<file path="src/source/uart_rx.sv">
// 8N1 receiver; CLKS_PER_BIT must be at least 4, and a frame with a low stop bit is dropped
`timescale 1ns/1ns

module uart_rx #(
	parameter int CLKS_PER_BIT = 434
) (
	input  logic       clk,
	input  logic       soft_reset,
	input  logic       i_rx,
	output logic [7:0] o_rx_data,
	output logic       o_rx_valid
);

	localparam int CW = $clog2(CLKS_PER_BIT);
	// The synchronizer and start detect already cost about two cycles of the half bit
	localparam int HALF_WAIT = (CLKS_PER_BIT / 2 > 2) ? CLKS_PER_BIT / 2 - 2 : 0;
	localparam logic [CW-1:0] HALF_LAST = CW'(HALF_WAIT);
	localparam logic [CW-1:0] BIT_LAST = CW'(CLKS_PER_BIT - 1);

	typedef enum logic [1:0] {
		S_IDLE,
		S_START,
		S_DATA,
		S_STOP
	} rx_state_t;

	rx_state_t rx_state;
	logic rx_meta;
	logic rx_sync;
	logic [CW-1:0] clk_cnt;
	logic [2:0] bit_idx;
	logic [7:0] shift_reg;

	always_ff @(posedge clk) begin
		rx_meta <= i_rx;
		rx_sync <= rx_meta;
	end

	always_ff @(posedge clk) begin
		o_rx_valid <= 1'b0;
		if (soft_reset) begin
			rx_state <= S_IDLE;
			clk_cnt <= '0;
			bit_idx <= '0;
		end else begin
			case (rx_state)
				S_IDLE: begin
					clk_cnt <= '0;
					if (!rx_sync)
						rx_state <= S_START;
				end
				S_START: begin
					if (clk_cnt == HALF_LAST) begin
						clk_cnt <= '0;
						bit_idx <= '0;
						// A glitch that is gone by mid start bit is not a frame
						rx_state <= rx_sync ? S_IDLE : S_DATA;
					end else begin
						clk_cnt <= clk_cnt + 1'b1;
					end
				end
				S_DATA: begin
					if (clk_cnt == BIT_LAST) begin
						clk_cnt <= '0;
						shift_reg <= {rx_sync, shift_reg[7:1]};
						bit_idx <= bit_idx + 1'b1;
						if (bit_idx == 3'd7)
							rx_state <= S_STOP;
					end else begin
						clk_cnt <= clk_cnt + 1'b1;
					end
				end
				S_STOP: begin
					if (clk_cnt == BIT_LAST) begin
						clk_cnt <= '0;
						o_rx_valid <= rx_sync;
						rx_state <= S_IDLE;
					end else begin
						clk_cnt <= clk_cnt + 1'b1;
					end
				end
				default: rx_state <= S_IDLE;
			endcase
		end
	end

	assign o_rx_data = shift_reg;

endmodule

</file>
<file path="config.mk">
export PLATFORM = sky130hd
export DESIGN_NAME = uart_rx
export DESIGN_NICKNAME = d
export VERILOG_FILES = /design/src/source/uart_rx.sv
export SDC_FILE = /design/constraint.sdc
export NUM_CORES = 1
export LEC_CHECK = 0
export BUFFER_PORTS_ARGS = -buffer_cell sky130_fd_sc_hd__buf_2
export CORE_MARGIN = 3
export CORE_UTILIZATION = 59
export DETAILED_ROUTE_END_ITERATION = 8
export GPL_TIMING_DRIVEN = 0
export PLACE_DENSITY = 0.79
export SYNTH_ARGS = -nofsm -noshare
export SYNTH_HDL_FRONTEND = slang
export SYNTH_SLANG_ARGS = --single-unit
</file>
<file path="constraint.sdc">
create_clock -name clk -period 4.9 [get_ports clk]
set_clock_uncertainty 0.2 [all_clocks]
set_input_delay 1.47 -clock clk [delete_from_list [all_inputs] [get_ports clk]]
set_output_delay 1.47 -clock clk [all_outputs]
set_load 0.03 [all_outputs]
</file>
; After elaboration in Yosys (flattened, before gate mapping)
; Index checks and enable logic that the tools add are counted.
[totals]
output_inout_bits = 9
word_cells = 43
regBits = 25
[op_classes]
addsub = 2
eq_ne = 11
bitwise = 3
muxes = 13
n_reduce_logical = 7
[ops]
columns = operator, n
row1 = $pmux W9 S3, 1
row2 = $mux W9, 2
row3 = $mux W2, 6
row4 = $ne A2 B2 Y1 const B, 5
row5 = $add A9 B1 Y9 const B, 1
row6 = $eq A9 B8 Y1 const B, 1
row7 = $eq A9 B9 Y1 const B, 1
row8 = $pmux W2 S4, 1
row9 = $mux W3, 2
row10 = $pmux W3 S2, 1
row11 = $reduce_and A3 Y1, 2
row12 = $reduce_and A5 Y1, 1
row13 = $eq A2 B2 Y1 const B, 2
row14 = $add A3 B1 Y3 const B, 1
row15 = $eq A3 B3 Y1 const B, 1
row16 = $not A1 Y1, 3
row17 = $reduce_or A3 Y1, 1
row18 = $eq A2 B1 Y1 const B, 1
row19 = $logic_not A2 Y1, 1
row20 = $reduce_bool A2 Y1, 1
row21 = $reduce_or A2 Y1, 1

; Depth between registers and ports, before layout
[logic_depth]
depth_word = 4
depth_mapped = 5

; Least setup slack after synthesis
; OpenSTA, ideal clock, no wires.
[synth_timing]
path_type = input to register
from = input soft_reset
to = register shift_reg[0] (netlist: o_rx_data[0]) (enable)
arrival_ps = 2392
slack_ps = 1914
t_required_ps = 4305
n_path_buf = 0
stages = 1
setup_time_ps = 395
cell_sequence = nor4_1
[synth_between]
elab_chain_len = 2
[synth_rtl]
columns = element, line
row1 = start: declaration, 8  ; input logic soft_reset,
row2 = $not A1 Y1 (no source line), n/a
row3 = $reduce_and A3 Y1 (no source line), n/a
row4 = end signal: assignment, 65  ; shift_reg <= {rx_sync, shift_reg[7:1]};
row5 = end: declaration, 32  ; logic [7:0] shift_reg;
; No other way between the ends.
; A chain may end at the register's enable or synchronous reset.

; Final worst setup path
[layout_timing]
from = input soft_reset
to = register shift_reg[4] (netlist: o_rx_data[4]) (enable)
; Same word-level chain as after synthesis.

==> key figures <==
Yosys
  – Synth unique cells: 32
  – Largest cells by area after synthesis: dfxtp_1, edfxtp_1, ha_1, a211oi_1, o31ai_1
  – Post-synthesis net count: 104
  – Yosys top cell area share: 31.7%
  – Post-Syn Area: 1070 sq um
  – Yosys reg bits: 25
  – Compound-Gate Fraction of Synth Area: 17.6%
  – Mapped Cells: 97
  – Leading area contributor after synthesis: dfxtp_1
  – Main synth FF type: dfxtp_1
  – Ys Warns: 0
  – Post-synth EDFFs: 8
  – Largest family of logic cells by synthesized area: simple AND/OR/NAND/NOR gates
  – Seq/Total Area, Yosys: 54.0%
  – Post-Synth Simple-Gate Area: 18.4%
  – Mean Syn Cell Area: 11.1 sq um
  – Post-synthesis xor/xnor area fraction: 2.44%
  – FFs w/ async S/R, synth: 0%
  – Adder-cell area share of the yosys netlist: 4.66%
  – Proportion of synthesized area in mux cells: 0%

Pwr
  – Switching Share: 21.0%
  – Psw: 0.0665 mW
  – VDD IR max: 0.162 mV
  – Cell Int Power: 0.250 mW
  – Reg power frac: 68.7%
  – Clock power share: 27.9%
  – Pwr per Cell Area: 266 nW/um^2
  – Total power: 0.317 mW
  – Leakage power: 0.381 nW
  – Combinational Power Share: 3.4%

Placement
  – DP Worst Slack: 1410 ps
  – GPL Wtd Cong: 0.813
  – Placed cells: 132
  – DP HPWL: 1.62 mm
  – DP Area: 1160 sq um
  – Port bufs: 11

Cells and area
  – NumNets Final: 120
  – Design Area, Final: 1190 sq um
  – Fillers: 126
  – Post-route insts no fill: 136
  – Layout cells sized above 1: 16.1%
  – Layout Area Growth over Synthesis: 10.9%
  – Util after Layout: 74.0%
  – Inserted Diodes: 0

Die
  – Die area: 2370 sq um
  – Die span in y: 48.7 um
  – CORE AREA: 1610 sq um
  – Cell Rows: 14
  – Die width: 48.7 um
  – Initial Util: 66.7%
  – Io pins: 12

Outcome
  – Status: finished clean

Global routing
  – Total GRT Usage: 21.8%
  – Pin count of the biggest net entering global routing: 14
  – First-pass GRT wire length: 4.03 mm
  – Initial antenna violation count: 0
  – Number of global-route vias before repair: 880
  – Overflow after GRT: 0

Clocking
  – CTS H-Tree Depth: 1
  – Setup bufs post-CTS: 0
  – Clock buffer depth: 2
  – Worst-Skew Late Latency: 310 ps
  – Hold buffers post-CTS: 0
  – Root buf cell: clkbuf_4
  – CTS Buf Count: 3
  – Worst-path clk slew: 120 ps
  – CTS resizes: 0
  – CTS tree: built
  – # clock sinks: 25

Flow run
  – Max Cap Viol: 0

Routing
  – Final wirelength: 2.27 mm
  – Drt wl/cell: 16.7 um
  – DRC viols: 0
  – Vias: 880
  – Detail Route Antenna Nets: 0
  – Drt pass-1 iters: 4
  – Starting DRT DRC Count: 27
  – Vias per cell: 6.47

Timing
  – Final hold slack: 141 ps
  – RSZ-0062 raised after global routing: false
  – Relative slew slack: 40.9%
  – Max Fclk: 377 MHz
  – Setup Total Neg Slack: 0 ps
  – Tmin final: 2650 ps
  – Setup ws final: 2250 ps
  – Setup Viol. Count Final: 0
  – Final period utilization: 54.1%
  – Final Hold Viols: 0
  – Final slew viol count: 0
  – Worst slew pin tran: 879 ps

Worst setup path
  – Worst path bufs/invs: 1
  – CP Data Required Time: 4650 ps
  – Top delay family on crit path: simple AND/OR/NAND/NOR gates
  – Critical path arrival: 2400 ps
  – CP endpoint kind: register
  – Slowest CP cell: nor4_2
  – Critical setup path kind: in2reg
  – Max Fanout on Critical Path: 8
  – Worst setup SP type: input pin
  – Crit-path cells: buf_2, nor4_2
  – CP max stage delay: 790 ps
  – R2R Setup Slk: 2470 ps

Worst hold path
  – Hold Crit Class: reg2reg
-- synth_stat cells (2+ instances only) --
library cell / count
a211oi_1: 5
a21oi_1: 4
a221oi_1: 4
clkbuf_1: 3
dfxtp_1: 17
edfxtp_1: 8
ha_1: 4
inv_1: 4
nand2_1: 2
nand2b_1: 3
nand3_1: 6
nand4_1: 4
nor3_1: 2
o21ai_0: 4
o31ai_1: 5
or3_1: 4
or4_1: 2
xor2_1: 2
-- state kept, by name, indices dropped and copies added (netlist names), named ones only --
| register | count |
|---|---|
| rx_meta | 1 |
| rx_sync | 1 |
| o_rx_valid | 1 |
| clk_cnt | 9 |
| bit_idx | 3 |
| o_rx_data | 8 |
| rx_state | 1 |
-- final cells by class --
| type | instances | area (sq um) | share of cell area, % |
|---|---|---|---|
| inverters | 4 | 15.0 | 1.26 |
| repair buffers | 11 | 55.1 | 4.62 |
| flip-flops and latches | 25 | 581 | 48.7 |
| multi-input cells | 64 | 469 | 39.3 |
| well taps | 24 | 30.0 | 2.52 |
| plain buffers | 4 | 16.3 | 1.36 |
| clock buffers | 4 | 26.3 | 2.20 |
-- path summary, 6_finish.rpt --
kind,from,to,depth (start not counted)
setup / recovery,soft_reset,o_rx_data[4]$_DFFE_PP_,2
hold / removal,rx_meta$_DFF_P_,rx_sync$_DFF_P_,0
setup reg to reg,clk_cnt[0]$_SDFF_PP0_,o_rx_data[4]$_DFFE_PP_,3
hold reg to reg,rx_meta$_DFF_P_,rx_sync$_DFF_P_,0
-- per-layer routing --
metal / global-route usage [%] / wire length, um / vias to the layer above
li1: - / - / 416
met1: 28.0 / 993 / 430
met2: 34.4 / 1100 / 28
met3: 5.21 / 133 / 6
met4: 10.4 / 48 / 0
met5: 0 / 0 / -
-- power groups by stage --
stage / Clock [mW] / Sequential [mW] / Combinational [mW]
5_1_grt: 0.0982 / 0.218 / 0.0122
4_1_cts: 0.0906 / 0.218 / 0.0105
6_report: 0.0884 / 0.218 / 0.0107
3_5_place_dp: 0 / 0.222 / 0.0105
3_3_place_gp: 0 / 0.222 / 0.00984
2_1_floorplan: 0 / 0.221 / 0.00695
-- kinds of logic after synthesis --
family	count (synthesis)
fa+ha+maj	4
flops	25
simple gates	30
buf+inv	8
xor+xnor	3
compound gates	27
-- cell usage in the layout, fill, tap and decap left out, drive strengths merged --
cell	Yosys	final
a211oi	5	5
a21oi	4	4
a221oi	4	4
a31oi	1	1
a41oi	1	1
and4b	1	1
buf	1	12
clkbuf	3	7
dfxtp	17	17
edfxtp	8	8
ha	4	4
inv	4	4
nand2	2	2
nand2b	3	3
nand3	6	6
nand4	4	4
nand4b	1	1
nand4bb	1	1
nor2b	1	1
nor3	2	2
nor4	1	1
nor4bb	1	1
o211ai	1	1
o21ai	5	5
o21bai	1	1
o31ai	5	5
or3	4	4
or4	2	2
or4b	1	1
xnor2	1	1
xor2	2	2
(Power assumes the default switching activity.)
