### config.mk
export PLATFORM = sky130hd
export DESIGN_NAME = boot_control
export DESIGN_NICKNAME = d
export VERILOG_FILES = /design/src/common/mk14_pkg.sv /design/src/source/boot_control.sv
export SDC_FILE = /design/constraint.sdc
export NUM_CORES = 1
export LEC_CHECK = 0
export BUFFER_PORTS_ARGS = -buffer_cell sky130_fd_sc_hd__buf_2
export CORE_MARGIN = 10
export CORE_UTILIZATION = 31
export CTS_CLUSTER_DIAMETER = 80
export CTS_CLUSTER_SIZE = 28
export DETAILED_ROUTE_END_ITERATION = 10
export SLEW_MARGIN = 10
export SYNTH_ARGS = -nofsm -noshare
export SYNTH_HDL_FRONTEND = slang
export SYNTH_SLANG_ARGS = --single-unit
export TNS_END_PERCENT = 20
### constraint.sdc
create_clock -name clk -period 4.8 [get_ports clk]
set_input_delay 0.48 -clock clk [delete_from_list [all_inputs] [get_ports clk]]
set_output_delay 0.48 -clock clk [all_outputs]
set_load 0.1 [all_outputs]
### src/common/mk14_pkg.sv
// Shared boot types and memory map; every region base must be aligned to its own size
package mk14_pkg;

	// Boot sequencing states
	typedef enum logic [2:0] {
		BOOT_INIT,
		BOOT_RX_WAIT,
		BOOT_START,
		BOOT_RUNNING,
		BOOT_LOAD_ERROR
	} boot_state_t;

	// Loader error codes, held by the parser until soft reset
	typedef enum logic [1:0] {
		HEX_NONE,
		HEX_BAD_CHAR,
		HEX_BAD_CHECKSUM,
		HEX_BAD_TYPE
	} hex_error_t;

	// Monitor ROM
	localparam logic [11:0] ROM_BASE = 12'h000;
	localparam logic [11:0] ROM_SIZE = 12'd512;

	// Extended RAM
	localparam logic [11:0] EXT_RAM_BASE = 12'hB00;
	localparam logic [11:0] EXT_RAM_SIZE = 12'd256;

	// Standard RAM
	localparam logic [11:0] STD_RAM_BASE = 12'hF00;
	localparam logic [11:0] STD_RAM_SIZE = 12'd256;

	// Read value for any address outside the three regions
	localparam logic [7:0] UNMAPPED_DATA = 8'hFF;

endpackage

### src/source/boot_control.sv
// Boot sequencer; a loader error is terminal until soft reset, and refresh is skipped while the display is busy
`timescale 1ns/1ns

module boot_control
	import mk14_pkg::*;
#(
	parameter int RX_TIMEOUT_CYCLES = 100_000_000,
	parameter int REFRESH_CYCLES = 2_500_000
) (
	input  logic       clk,
	input  logic       soft_reset,
	input  logic       i_rx_valid,
	input  logic       i_parse_complete,
	input  hex_error_t i_error,
	input  logic       i_display_idle,
	input  logic       i_reload,
	output logic       o_loading,
	output logic       o_core_en,
	output logic       o_refresh_strobe,
	output logic       o_load_error
);

	localparam int CNT_MAX = (RX_TIMEOUT_CYCLES > REFRESH_CYCLES) ? RX_TIMEOUT_CYCLES
			: REFRESH_CYCLES;
	localparam int CW = $clog2(CNT_MAX + 1);
	localparam logic [CW-1:0] RX_LOAD = CW'(RX_TIMEOUT_CYCLES);
	// Counting down to zero inclusive gives one strobe per REFRESH_CYCLES
	localparam logic [CW-1:0] REFRESH_LOAD = CW'(REFRESH_CYCLES - 1);

	boot_state_t state;
	// Receive timeout in RX_WAIT, refresh period in RUNNING
	logic [CW-1:0] count;

	always_ff @(posedge clk) begin
		o_refresh_strobe <= 1'b0;
		if (soft_reset) begin
			state <= BOOT_INIT;
			count <= '0;
		end else begin
			case (state)
				BOOT_INIT: begin
					count <= RX_LOAD;
					state <= BOOT_RX_WAIT;
				end
				BOOT_RX_WAIT: begin
					if (i_error != HEX_NONE)
						state <= BOOT_LOAD_ERROR;
					else if (i_parse_complete)
						state <= BOOT_START;
					else if (i_rx_valid)
						count <= RX_LOAD;
					else if (count == '0)
						state <= BOOT_START;
					else
						count <= count - 1'b1;
				end
				BOOT_START: begin
					count <= REFRESH_LOAD;
					state <= BOOT_RUNNING;
				end
				BOOT_RUNNING: begin
					if (i_reload) begin
						count <= RX_LOAD;
						state <= BOOT_RX_WAIT;
					end else if (count == '0) begin
						count <= REFRESH_LOAD;
						o_refresh_strobe <= i_display_idle;
					end else begin
						count <= count - 1'b1;
					end
				end
				BOOT_LOAD_ERROR: begin
					state <= BOOT_LOAD_ERROR;
				end
				default: state <= BOOT_INIT;
			endcase
		end
	end

	assign o_loading = (state == BOOT_RX_WAIT);
	assign o_core_en = (state == BOOT_RUNNING);
	assign o_load_error = (state == BOOT_LOAD_ERROR);

endmodule

* After elaboration in Yosys (flattened, before gate mapping)
Cells that the tools add are included.
Word-level totals: register bits after elaboration 31, output and inout port bits 4, logic and storage cells 36
Operators by class: add/sub/neg operators 1, equality and inequality tests 10, multiplexer cells 13, bitwise logic cells 2, reduce and logical (&&, ||, !) cells 7
Operator list (count):
- two-way mux 27 bit | 6
- one-hot mux 27 bit (4 select lines) | 1
- zero test 27 bit | 1
- subtractor 27 x 1 -> 27 bit (second input constant) | 1
- two-way mux 3 bit | 5
- one-hot mux 3 bit (5 select lines) | 1
- equality test 3 x 2 -> 1 bit (second input constant) | 2
- inequality test 2 bit (second input constant) | 3
- inequality test 4 x 2 -> 1 bit (second input constant) | 1
- inequality test 4 x 3 -> 1 bit (second input constant) | 1
- AND reduction 4 bit | 1
- nonzero test 4 bit | 1
- OR reduction 4 bit | 1
- equality test 3 x 1 -> 1 bit (second input constant) | 1
- equality test 3 bit (second input constant) | 1
- zero test 3 bit | 1
- inequality test 3 bit (second input constant) | 1
- AND reduction 3 bit | 1
- NOT 1 bit | 2
- nonzero test 2 bit | 1

* Logic depth before layout (Yosys ltp)
depth in word-level cells 6, mapped depth 9, mapped depth without buffers 8

* Worst setup path after synthesis
Ideal clock, no wire load.
path type flip-flop to flip-flop, from register state[0], to register count[23], data arrival time 4.216 ns, required time 4.722 ns, path slack 0.506 ns, stages on the path, launching flop included 8, path buffers 2, clock period less this slack 4.294 ns, path through dfxtp_1 -> buf_2 -> nor3b_1 -> nor2_1 -> a21boi_1 -> buf_2 -> a211o_1 -> nor3_1
On the way: cells in the longest elaborated chain, start to end 3, elaborated cells on any way between the ends 10
Ends and longest elaborated chain:
- from (decl) | RTL line boot_control.sv:30 | boot_state_t state;
- from (signal assigned) | RTL line boot_control.sv:37 | state <= BOOT_INIT;
- from (signal assigned) | RTL line boot_control.sv:43 | state <= BOOT_RX_WAIT;
- from (signal assigned) | RTL line boot_control.sv:47 | state <= BOOT_LOAD_ERROR;
- equality test 3 x 1 -> 1 bit *
- via o_loading | RTL line boot_control.sv:17 | output logic o_loading,
- inequality test 3 bit (no source line) (tied with other cells)
- AND reduction 4 bit (no source line)
- to (signal assigned) | RTL line boot_control.sv:55 | count <= count - 1'b1;
- to (signal assigned) | RTL line boot_control.sv:69 | count <= count - 1'b1;
- to (decl) | RTL line boot_control.sv:32 | logic [CW-1:0] count;
The timed path passes the listed nets; every way through them passes the cells marked *. A chain may end at the register's enable or synchronous reset.

* Final worst setup path
from register count[0], to register count[7]
On the way: cells in the longest elaborated chain, start to end 6, elaborated cells on any way between the ends 11
Ends and longest elaborated chain:
- subtractor 27 x 1 -> 27 bit | RTL line boot_control.sv:55, boot_control.sv:69
- two-way mux 27 bit | RTL line boot_control.sv:52 | else if (count == '0)
- two-way mux 27 bit | RTL line boot_control.sv:50 | else if (i_rx_valid)
- two-way mux 27 bit | RTL line boot_control.sv:48 | else if (i_parse_complete)
- two-way mux 27 bit | RTL line boot_control.sv:46 | if (i_error != HEX_NONE)
- one-hot mux 27 bit (4 select lines) | RTL line boot_control.sv:40 | case (state)
Several ways; a longest one is shown, not always the timed one. The select of a mux whose other input is x is not followed.

==> flow_metrics.env <==
export IMPL_cts_tree="done"
export IMPL_maxSlewHeadroom_pct=28.93
export IMPL_cp_arrival_ns=2.87
export IMPL_coreArea_um2=6277
export IMPL_cts_max_level=2
export IMPL_reg2reg_slack_ns=2.15
export IMPL_p_leak_uw=0.0007849
export IMPL_antenna_found_initial=0
export IMPL_p_switching_uw=332.1
export IMPL_cap_violations=0
export IMPL_synth_simple_gate_area_share_pct=34.68
export IMPL_start_util_pct=31.67
export IMPL_clockPowerShare_pct=30.0
export IMPL_finalPower_uw=901.0
export IMPL_clk_pin_slew_worst_paths_ns=0.08
export IMPL_status="finished, final reports clean"
export IMPL_layout_commonest_cell="nor2_1"
export IMPL_ant_nets=0
export IMPL_firstDrtPassIters=4
export IMPL_io_pin_count=12
export IMPL_ys_flop_type="dfxtp_1"
export IMPL_startpoint_type="register"
export IMPL_routed_wl_mm=5.123
export IMPL_gp_congestion=0.8617
export IMPL_max_freq_mhz=376.8
export IMPL_clock_sinks=31
export IMPL_synth_adder_area_share_pct=1.259
export IMPL_route_vias_total=1880
export IMPL_avgRoutedWirePerCell_um=14.98
export IMPL_power_share_switching_pct=36.86
export IMPL_routed_via_density=5.497
export IMPL_combPwrFrac_pct=33.2
export IMPL_power_density_nw_per_um2=408.0
export IMPL_fin_worst_skew_ns=0.01297
export IMPL_port_buffers=11
export IMPL_async_reset_ff_share_pct=0
export IMPL_synth_nets=266
export IMPL_endpoint_kind="register"
export IMPL_crit_chain="inv_1, ha_1, nor4b_1, and4_2, nand2_1, a21boi_1, o21ai_0, a21oi_1"
export IMPL_n_antenna_cell=0
export IMPL_dieWidth_um=100.1
export IMPL_cts_root_buf="clkbuf_8"
export IMPL_grt_pass1_vias=1866
export IMPL_final_nets=274
export IMPL_route_detailed_drc=0
export IMPL_clk_latency_ns=0.30
export IMPL_hold_buffers=0
export IMPL_critical_path_required_ns=5.02
export IMPL_area_delta_synth_final_pct=11.08
export IMPL_dpl_hpwl_mm=3.726
export IMPL_synth_edf_count=0
export IMPL_gr_total_overflow=0
export IMPL_synth_xor_area_share_pct=4.405
export IMPL_rsz0062_at_grt="no"
export IMPL_final_layout_size_suffix_gt1_share_pct=14.34
export IMPL_ys_seq_area_share_pct=31.21
export IMPL_clock_path_buffers=2
export IMPL_tightest_slew_ns=1.061
export IMPL_synth_compound_gate_area_share_pct=23.91
export IMPL_cts_setup_buffers=0
export IMPL_cts_resized=0
export IMPL_hold_class="in -> reg"
export IMPL_internal_power_uw=568.9
export IMPL_vdd_drop_max_mv=0.1814
export IMPL_rows=29
export IMPL_synthDistinctLibCells=60
export IMPL_avgSynthCellArea_um2=7.766
export IMPL_finalCritPeriodShare_pct=55.29
export IMPL_hold_violations=0
export IMPL_grt_max_degree=24
export IMPL_syn_area_um2=1988
export IMPL_critPathMaxFanout=11
export IMPL_chipHeight_um=100.1
export IMPL_yosysWarningCount=0
export IMPL_fp_dieArea_um2=10020
export IMPL_ys_seq_elements=31
export IMPL_crit_type="reg -> reg"
export IMPL_synth_cells=256
export IMPL_cts_buffers_inserted=5
export IMPL_final_cell_mix="nor2_1 (37), dfxtp_1 (31), a21oi_1 (21)"
export IMPL_drtIter0Drc=88
export IMPL_setup_viol=0
export IMPL_fin_crit_ns=2.654
export IMPL_synth_top_family_by_area="simple AND/OR/NAND/NOR gates"
export IMPL_setup_tns_final_ns=0
export IMPL_slowest_stage="a21boi_1"
export IMPL_max_stage_delay_ns=0.66
export IMPL_nFillCells=667
export IMPL_pwr_share_seq_pct=36.8
export IMPL_grt_util_all_layers_pct=10.73
export IMPL_grt_first_pass_wirelength_mm=8.838
export IMPL_report_final_slew_viol_count=0
export IMPL_muxShareOfSynthArea_pct=0
==> cells by family (layout without fill, tap and decap cells) <==
kind of cell,Yosys count,count (layout)
and+or+nand+nor,122,122
AOI/OAI and AO/OA,72,72
DFF,31,31
buffers and inverters,19,28
xor gates and xnor gates,10,10
adders and majority gates,2,2
==> power by group through the flow <==
stage,sequential (uW),combinational [uW],clock [uW]
after floorplan,322,251,0
after global placement,336,301,0
after detailed placement,337,298,0
after CTS,331,300,279
after global routing,337,336,290
final,331,299,271
==> state kept, by name, summed over array words and instances (netlist names) <==
register	flops
o_refresh_strobe	1
state	3
count	27
==> worst max-delay path, delay by kind of cell, from the launching register on <==
family / cells / cell delay (ns)
AND/OR/NAND/NOR: 3 / 0.92
flip-flops: 1 / 0.35
buffers and inverters: 1 / 0.11
AO/OA/AOI/OAI: 3 / 1.06
adder cells (fa/ha/maj): 1 / 0.14
==> Yosys cell counts, types with 3 or more instances <==
| cell type | count | area (um2) |
|---|---|---|
| nor4_2 | 3 | 37.54 |
| dfxtp_1 | 31 | 620.6 |
| inv_1 | 7 | 26.28 |
| nor4_1 | 7 | 43.79 |
| nand2_1 | 18 | 67.56 |
| nor3_1 | 20 | 100.1 |
| a21o_1 | 3 | 22.52 |
| a21oi_1 | 21 | 105.1 |
| a211oi_1 | 5 | 37.54 |
| nor3b_1 | 3 | 22.52 |
| xnor2_1 | 8 | 70.07 |
| a311oi_1 | 3 | 26.28 |
| nand4_1 | 4 | 25.02 |
| nor2_1 | 37 | 138.9 |
| buf_2 | 6 | 30.03 |
| nand3_1 | 5 | 25.02 |
| o21ai_0 | 16 | 80.08 |
| o21ai_1 | 3 | 15.01 |
| or3_1 | 3 | 18.77 |
| clkbuf_1 | 4 | 15.01 |
==> stage by stage <==
step | std cells | hold slack (ns) | util (%) | worst slack, ns | instance area (um2)
floorplan | 256 | 0.4440 | - | 0.5061 | 1988
global placement | 334 | 0.4655 | 33.31 | 2.052 | 2091
detailed placement | 334 | 0.4629 | 33.31 | 2.081 | 2091
CTS | 342 | 0.4229 | 35.18 | 2.157 | 2208
global route | 342 | 0.4712 | 35.18 | 1.836 | 2208
finish | 342 | 0.4319 | 35.18 | 2.146 | 2208
==> cell type report <==
cell class / count / area, um2 / area share, %
clock buffer: 6 / 82.58 / 3.739
clock inverter: 2 / 35.03 / 1.586
inverter: 7 / 26.28 / 1.190
multi-input combinational: 206 / 1277 / 57.85
sequential: 31 / 620.6 / 28.10
tap: 77 / 96.34 / 4.363
timing repair buffer: 13 / 70.07 / 3.173
==> per-layer routing <==
metal / vias to the layer above / global-route usage [%] / routed length [um]
li1: 966 / - / -
met1: 854 / 13.26 / 2392
met2: 47 / 16.82 / 2289
met3: 13 / 3.365 / 324
met4: 0 / 4.565 / 117
met5: - / 0 / 0
==> final timing paths <==
| kind | start | end | cells past startpoint |
|---|---|---|---|
| worst min-delay path | i_display_idle | o_refresh_strobe | 3 |
| worst max register to register | count[0] | count[7] | 8 |
| worst min register to register | count[17] | count[17] | 2 |
| worst max-delay path | count[0] | count[7] | 8 |
Power figures use the tool's default switching activity.
