===== config.mk =====
export PLATFORM = sky130hd
export DESIGN_NAME = intel_hex
export DESIGN_NICKNAME = d
export VERILOG_FILES = /design/src/common/mk14_pkg.sv /design/src/intel_hex/intel_hex.sv
export SDC_FILE = /design/constraint.sdc
export NUM_CORES = 1
export LEC_CHECK = 0
export BUFFER_PORTS_ARGS = -buffer_cell sky130_fd_sc_hd__buf_2
export CELL_PAD_IN_SITES_DETAIL_PLACEMENT = 0
export CELL_PAD_IN_SITES_GLOBAL_PLACEMENT = 1
export CORE_UTILIZATION = 52
export DETAILED_ROUTE_END_ITERATION = 7
export PLACE_DENSITY = 0.88
export SYNTH_ARGS = -nofsm -noshare
export SYNTH_HDL_FRONTEND = slang
export SYNTH_SLANG_ARGS = --single-unit

===== constraint.sdc =====
create_clock -name clk -period 7.3 [get_ports clk]
set_input_delay 0.365 -clock clk [delete_from_list [all_inputs] [get_ports clk]]
set_output_delay 0.365 -clock clk [all_outputs]
set_load 0.01 [all_outputs]

===== src/common/mk14_pkg.sv =====
// Shared boot types and memory map; every region base must be aligned to its own size
package mk14_pkg;

	// Boot sequencing states
	typedef enum logic [2:0] {
		BOOT_INIT,
		BOOT_RX_WAIT,
		BOOT_START,
		BOOT_RUNNING,
		BOOT_LOAD_ERROR
	} boot_state_t;

	// Loader error codes, held by the parser until soft reset
	typedef enum logic [1:0] {
		HEX_NONE,
		HEX_BAD_CHAR,
		HEX_BAD_CHECKSUM,
		HEX_BAD_TYPE
	} hex_error_t;

	// Monitor ROM
	localparam logic [11:0] ROM_BASE = 12'h000;
	localparam logic [11:0] ROM_SIZE = 12'd512;

	// Extended RAM
	localparam logic [11:0] EXT_RAM_BASE = 12'hB00;
	localparam logic [11:0] EXT_RAM_SIZE = 12'd256;

	// Standard RAM
	localparam logic [11:0] STD_RAM_BASE = 12'hF00;
	localparam logic [11:0] STD_RAM_SIZE = 12'd256;

	// Read value for any address outside the three regions
	localparam logic [7:0] UNMAPPED_DATA = 8'hFF;

endpackage


===== src/intel_hex/intel_hex.sv =====
// Intel HEX parser for types 00 and 01 only; addresses wrap to 12 bits and any error halts it until soft reset
`timescale 1ns/1ns

module intel_hex
	import mk14_pkg::*;
(
	input  logic        clk,
	input  logic        soft_reset,
	input  logic        i_en,
	input  logic [7:0]  i_data,
	output logic [11:0] o_wr_addr,
	output logic [7:0]  o_wr_data,
	output logic        o_wr_valid,
	output logic        o_parse_complete,
	output hex_error_t  o_error,
	output logic        o_idle
);

	typedef enum logic [2:0] {
		F_COLON,
		F_COUNT,
		F_ADDR,
		F_TYPE,
		F_DATA,
		F_CHECKSUM,
		F_ERROR
	} field_t;

	field_t fstate;
	logic low_digit;
	logic [3:0] hi_nib;
	logic addr_lo;
	logic [7:0] rec_cnt;
	logic [7:0] rec_idx;
	logic [11:0] rec_addr;
	logic rec_eof;
	logic [7:0] sum;

	logic [4:0] digit;
	logic [7:0] byte_val;

	// Bit 4 flags a valid hex digit, bits 3:0 hold its value
	function automatic logic [4:0] hex_digit(input logic [7:0] c);
		if (c >= "0" && c <= "9")
			return {1'b1, 4'(c - "0")};
		else if (c >= "A" && c <= "F")
			return {1'b1, 4'(c - "A" + 8'd10)};
		else if (c >= "a" && c <= "f")
			return {1'b1, 4'(c - "a" + 8'd10)};
		else
			return 5'b0;
	endfunction

	assign digit = hex_digit(i_data);
	assign byte_val = {hi_nib, digit[3:0]};
	assign o_idle = (fstate == F_COLON);

	always_ff @(posedge clk) begin
		o_wr_valid <= 1'b0;
		o_parse_complete <= 1'b0;
		if (soft_reset) begin
			fstate <= F_COLON;
			low_digit <= 1'b0;
			o_error <= HEX_NONE;
		end else if (i_en) begin
			case (fstate)
				F_COLON: begin
					low_digit <= 1'b0;
					if (i_data == ":") begin
						fstate <= F_COUNT;
					end else if (i_data != 8'h0D && i_data != 8'h0A) begin
						o_error <= HEX_BAD_CHAR;
						fstate <= F_ERROR;
					end
				end
				F_ERROR: begin
					fstate <= F_ERROR;
				end
				default: begin
					if (!digit[4]) begin
						o_error <= HEX_BAD_CHAR;
						fstate <= F_ERROR;
					end else if (!low_digit) begin
						hi_nib <= digit[3:0];
						low_digit <= 1'b1;
					end else begin
						low_digit <= 1'b0;
						sum <= sum + byte_val;
						case (fstate)
							F_COUNT: begin
								rec_cnt <= byte_val;
								sum <= byte_val;
								addr_lo <= 1'b0;
								fstate <= F_ADDR;
							end
							F_ADDR: begin
								addr_lo <= 1'b1;
								if (!addr_lo) begin
									rec_addr[11:8] <= byte_val[3:0];
								end else begin
									rec_addr[7:0] <= byte_val;
									fstate <= F_TYPE;
								end
							end
							F_TYPE: begin
								rec_idx <= '0;
								rec_eof <= (byte_val == 8'h01);
								if (byte_val > 8'h01) begin
									o_error <= HEX_BAD_TYPE;
									fstate <= F_ERROR;
								end else begin
									fstate <= (rec_cnt == 8'd0) ? F_CHECKSUM : F_DATA;
								end
							end
							F_DATA: begin
								// Payload of an end-of-file record is summed but never written
								o_wr_valid <= !rec_eof;
								o_wr_addr <= rec_addr + {4'h0, rec_idx};
								o_wr_data <= byte_val;
								rec_idx <= rec_idx + 1'b1;
								if (rec_idx == rec_cnt - 8'd1)
									fstate <= F_CHECKSUM;
							end
							default: begin
								if (sum + byte_val != 8'd0) begin
									o_error <= HEX_BAD_CHECKSUM;
									fstate <= F_ERROR;
								end else begin
									o_parse_complete <= rec_eof;
									fstate <= F_COLON;
								end
							end
						endcase
					end
				end
			endcase
		end
	end

endmodule


Word level (Yosys, flattened, before mapping)
Index checks and enable logic that the tools add are counted.
- register bits: 70
- output and inout port bits: 25
- word-level logic and storage cells: 114
- add/subtract/negate cells: 9
- $lt $le $gt $ge: 7
- equal/unequal tests: 20
- multiplexer cells: 28
- bitwise logic cells: 8
- reductions and logical operators: 27
- operators by type and width (operator ; count):
    6-bit AND reduction ; 5
    3-bit 2-to-1 mux ; 7
    8-bit by 7-bit >= comparator with 1-bit output (second input constant) ; 2
    8-bit by 7-bit less-or-equal comparator with 1-bit output (second input constant) ; 2
    8-bit by 4-bit inequality test with 1-bit output (second input constant) ; 2
    8-bit case mux with 2 select lines ; 1
    5-bit 2-to-1 mux ; 3
    5-bit AND reduction ; 3
    2-bit 2-to-1 mux ; 7
    7-bit AND reduction ; 2
    12-bit by 8-bit adder with 12-bit output ; 1
    3-bit case mux with 4 select lines ; 1
    4-bit by 1-bit subtractor with 4-bit output (second input constant) ; 3
    11-bit OR reduction ; 1
    5-bit by 4-bit inequality test with 1-bit output (second input constant) ; 2
    4-bit adder (second input constant) ; 2
    8-bit by 1-bit adder with 8-bit output (second input constant) ; 1
    8-bit adder ; 1
    8-bit by 1-bit equality test with 1-bit output (second input constant) ; 1
    8-bit by 6-bit equality test with 1-bit output (second input constant) ; 1
    8-bit equality test ; 1
    8-bit by 6-bit >= comparator with 1-bit output (second input constant) ; 1
    8-bit by 1-bit > comparator with 1-bit output (second input constant) ; 1
    8-bit by 6-bit less-or-equal comparator with 1-bit output (second input constant) ; 1
    other kinds (28) ; 47

Logic depth before layout (Yosys ltp)
- depth after elaboration: 12
- mapped depth: 16
- gate-level depth less buffers: 16

Worst setup path before layout
No wires, ideal clock.
- path kind: input port to flip-flop
- from: input port i_data[7]
- to: register fstate[1]
- data arrival time: 3.767 ns
- data required time: 7.173 ns
- setup slack: 3.406 ns
- stages: 12
- buffers on the path: 0
- cell sequence: or4b_2 a211oi_4 o211ai_1 o21ai_0 ha_1 and3_1 a221oi_2 xnor2_1 or4_4 nand2b_4 a221oi_2 a31oi_1
- cells in the longest elaborated chain, start to end: 12
- elaborated cells on any way between the ends: 31
- RTL lines (element ; line ; RTL):
    start, declared ; intel_hex.sv:10 ; input logic [7:0] i_data,
    8-bit by 7-bit >= comparator with 1-bit output / 8-bit by 7-bit less-or-equal comparator with 1-bit output (equally long branches) ; intel_hex.sv:48 ; else if (c >= "a" && c <= "f")
    1-bit logical AND ; intel_hex.sv:48 ;
    5-bit 2-to-1 mux ; intel_hex.sv:48 ;
    5-bit 2-to-1 mux ; intel_hex.sv:46 ; else if (c >= "A" && c <= "F")
    5-bit 2-to-1 mux * ; intel_hex.sv:44 ; if (c >= "0" && c <= "9")
    net digit[2] ; intel_hex.sv:39 ; logic [4:0] digit;
    8-bit adder ; intel_hex.sv:125 ; if (sum + byte_val != 8'd0) begin
    8-bit nonzero test ; intel_hex.sv:125 ;
    3-bit 2-to-1 mux ; intel_hex.sv:125 ;
    3-bit case mux with 4 select lines * ; intel_hex.sv:89 ; case (fstate)
    3-bit 2-to-1 mux * ; intel_hex.sv:83 ; end else if (!low_digit) begin
    3-bit 2-to-1 mux * ; intel_hex.sv:80 ; if (!digit[4]) begin
    3-bit case mux with 2 select lines * ; intel_hex.sv:66 ; case (fstate)
    end signal, assigned ; intel_hex.sv:112 ; fstate <= (rec_cnt == 8'd0) ? F_CHECKSUM : F_DATA;
    end, declared ; intel_hex.sv:29 ; field_t fstate;
The timed path passes the listed nets; every way through them passes the cells marked *. The select of a mux whose other input is x is not followed.
A chain may end at the register's enable or synchronous reset.

Worst setup path after layout
Ends and elaborated chain as after synthesis.

==> results_dict.tcl <==
set metrics [dict create \
    min_path_type "in -> reg" \
    finalHoldViolCount 0 \
    postCtsSetupRepairBufs 0 \
    std_cell_rows 31 \
    fin_skew_ns 0.00581 \
    grt_usage 0.217 \
    drc 0 \
    path_class "in -> reg" \
    finalCritPeriodShare 0.563 \
    grt_pass1_wl_um 12800 \
    gr-total-overflow 0 \
    vias_per_cell 5.73 \
    cpMaxStageDelayCell "or4b_2" \
    num-fill-cells 587 \
    syn_inst 351 \
    cts_max_level 3 \
    die_y_um 89.6 \
    ant_nets 0 \
    syn-cell-area_um2 3990 \
    cts_root_buffer "clkbuf_8" \
    start_util 0.545 \
    outcome "finished, final reports clean" \
    die_width_um 89.6 \
    diodes 0 \
    gp_congestion 0.903 \
    critPathRequiredTime_ns 7.54 \
    cp_slowest_stage_delay_ns 0.70 \
    ir_worst_vdd_uv 79.8 \
    cts-buffers-inserted 9 \
    ys.flop_type "edfxtp_1" \
    ys_ff_latch 70 \
    critPathTopFamily "compound AO/OA/AOI/OAI gates" \
    grt_max_degree 21 \
    cp_common_cell "a221oi_2" \
    cp_max_fo 7 \
    p_total_uw 783 \
    p_int_uw 583 \
    path_clk_slew_ns 0.08 \
    comb_power_share 0.063 \
    startpoint_type "input port" \
    synth_top_area_cell "edfxtp_1" \
    vias 2836 \
    power.leakage_nw 1.70 \
    clkPwrFrac 0.376 \
    ys_types 60 \
    fmax_mhz 243 \
    pwr-share-seq 0.561 \
    drt_wl_total_um 7790 \
    switching_share 0.255 \
    switchingPower_uw 200 \
    max-cap-violations 0 \
    layout_min_cycle_time_ns 4.11 \
    synth_warnings 0 \
    num-nets-final 425 \
    max-clock-path-buffers 2 \
    die_area_um2 8030 \
    coreArea_um2 7330 \
    pwr_density_cell_nw_per_um2 176 \
    post_cts_resized 0 \
    syn_avg_cell_area_um2 11.4 \
    fin_setup_tns_ns 0 \
    grt_pass1_vias 2662 \
    wl_per_cell_um 15.7 \
    antenna_found_initial 0 \
    dp.final_hpwl_um 5730 \
    tightest_slew_ns 1.06 \
    worstPathArrival_ns 4.35 \
    port-buffer-count 35 \
    drv_slew 0 \
    drt-initial-drc-count 122 \
    netlist_top_cells_area "edfxtp_1 47%, ha_1 6.6%, dfxtp_1 4.0%, xnor2_1 3.9%, nor2_1 3.1%" \
    cp-end-kind "flip-flop" \
    synth_edf_count 62 \
    drive_gt1_frac 0.189 \
    num_io_pins 36 \
    clk_latency_ns 0.35 \
    yosysTopAreaCellShare 0.466 \
    final-setup-viol-count 0 \
    cts_tree "built" \
    hold_buffers 0 \
    path_buf_inv 1 \
    rsz0062_at_grt "no" \
    drt_first_pass_iters 4 \
    synth_fp_nets 385 \
    cts.sinks 70 \
    ys_seq_area_frac 0.506 \
    ys_async_sr_fraction 0 \
    area_growth_pct 11.5 \
    slew_headroom 0.281 \
    cp_cell_sequence "buf_2, or4b_2, a211oi_4, o211ai_1, o21ai_0, ha_1, and3_1, a221oi_2, xnor2_1, or4_4, nand2b_4, a221oi_2, a31oi_1" \
]
-- layout by cell type, fill, tap and decap left out, types with 3 or more instances in the layout --
| cell | count |
|---|---|
| nor2b_1 | 10 |
| nor3_1 | 5 |
| o21ai_0 | 17 |
| mux2_2 | 5 |
| xnor2_1 | 18 |
| nor4b_1 | 3 |
| inv_1 | 24 |
| buf_2 | 35 |
| a21o_1 | 5 |
| nand2_1 | 12 |
| or2_2 | 3 |
| nor3b_1 | 3 |
| inv_6 | 3 |
| a211oi_1 | 5 |
| dfxtp_1 | 8 |
| a31oi_1 | 3 |
| nor4_1 | 3 |
| nand3_1 | 10 |
| o211ai_1 | 4 |
| nand3b_1 | 3 |
| and3_1 | 6 |
| nand2b_1 | 4 |
| xor2_1 | 11 |
| o31ai_1 | 3 |
| a21boi_0 | 4 |
| nor2_1 | 33 |
| ha_1 | 21 |
| a21oi_1 | 19 |
| edfxtp_1 | 62 |
| clkbuf_8 | 9 |
-- final cells by class --
class	count	area (µm²)	share of cell area
clock buffers	9	124	0.0278
clock inverters	7	61.3	0.0138
repair buffers	37	190	0.0427
well taps	99	124	0.0278
flip-flops and latches	70	2020	0.454
inverters	24	90.1	0.0202
multi-input cells	249	1840	0.413
-- flip-flops by register name, indices dropped and copies added (netlist names), 2 cells and up --
signal / cells
rec_cnt: 8
hi_nib: 4
rec_idx: 8
rec_addr: 12
sum: 8
o_error: 2
o_wr_data: 8
o_wr_addr: 12
fstate: 3
-- stage by stage --
step	setup slack, ns	hold WS [ns]	utilization	area, µm²	cells
final	3.19	0.250	0.607	4450	495
after global routing	2.92	0.228	0.607	4450	495
after CTS	3.18	0.230	0.607	4450	495
after detailed placement	2.79	0.469	0.582	4270	479
after global placement	2.96	0.448	0.582	4270	479
after floorplan	3.41	0.422	-	3990	351
-- power by group through the flow --
stage | logic [mW] | registers, mW | clock network (mW)
final | 0.0492 | 0.439 | 0.294
after global routing | 0.0543 | 0.440 | 0.321
after CTS | 0.0490 | 0.439 | 0.302
after detailed placement | 0.0487 | 0.448 | 0
after global placement | 0.0478 | 0.448 | 0
after floorplan | 0.0375 | 0.445 | 0
-- worst register-to-register path, stage by stage, from the launching register on --
cell	delay [ns]
edfxtp_1	0.53
ha_1	0.44
and3_1	0.20
a221oi_2	0.28
xnor2_1	0.11
or4_4	0.54
nand2b_4	0.18
a221oi_2	0.27
a31oi_1	0.11
-- cells by family (layout without fill, tap and decap cells) --
group / Yosys count / in the layout / share of synthesized area
simple gates: 110 / 110 / 0.157
buf+inv: 32 / 77 / 0.0329
mux: 7 / 7 / 0.0191
flops: 70 / 70 / 0.506
xor+xnor: 29 / 29 / 0.0636
compound gates: 80 / 80 / 0.145
fa+ha+maj: 23 / 23 / 0.0758
-- worst paths after layout --
check | startpoint | slack (ns) | cells past startpoint | to
worst max register to register | hi_nib[0] | 4.55 | 8 | fstate[1]
worst max-delay path | i_data[7] | 3.19 | 13 | fstate[1]
worst min-delay path | i_en | 0.25 | 2 | low_digit
worst min register to register | o_error[1] | 0.47 | 2 | o_error[1]
-- synth_stat cells (6+ instances only) --
cell	number
a21oi_1	19
and3_1	6
clkbuf_1	6
dfxtp_1	8
edfxtp_1	62
ha_1	21
inv_1	24
nand2_1	12
nand3_1	10
nor2_1	33
nor2b_1	10
o21ai_0	17
xnor2_1	18
xor2_1	11
-- routing by layer --
metal  up-vias  part of all wire  track usage
met3        19             0.057       0.0585
li1       1388                 -            -
met1      1323              0.45        0.276
met2       106              0.47        0.353
met4         0             0.026       0.0895
met5         -                 0            0
No activity file was read; power rests on OpenSTA's default activity.
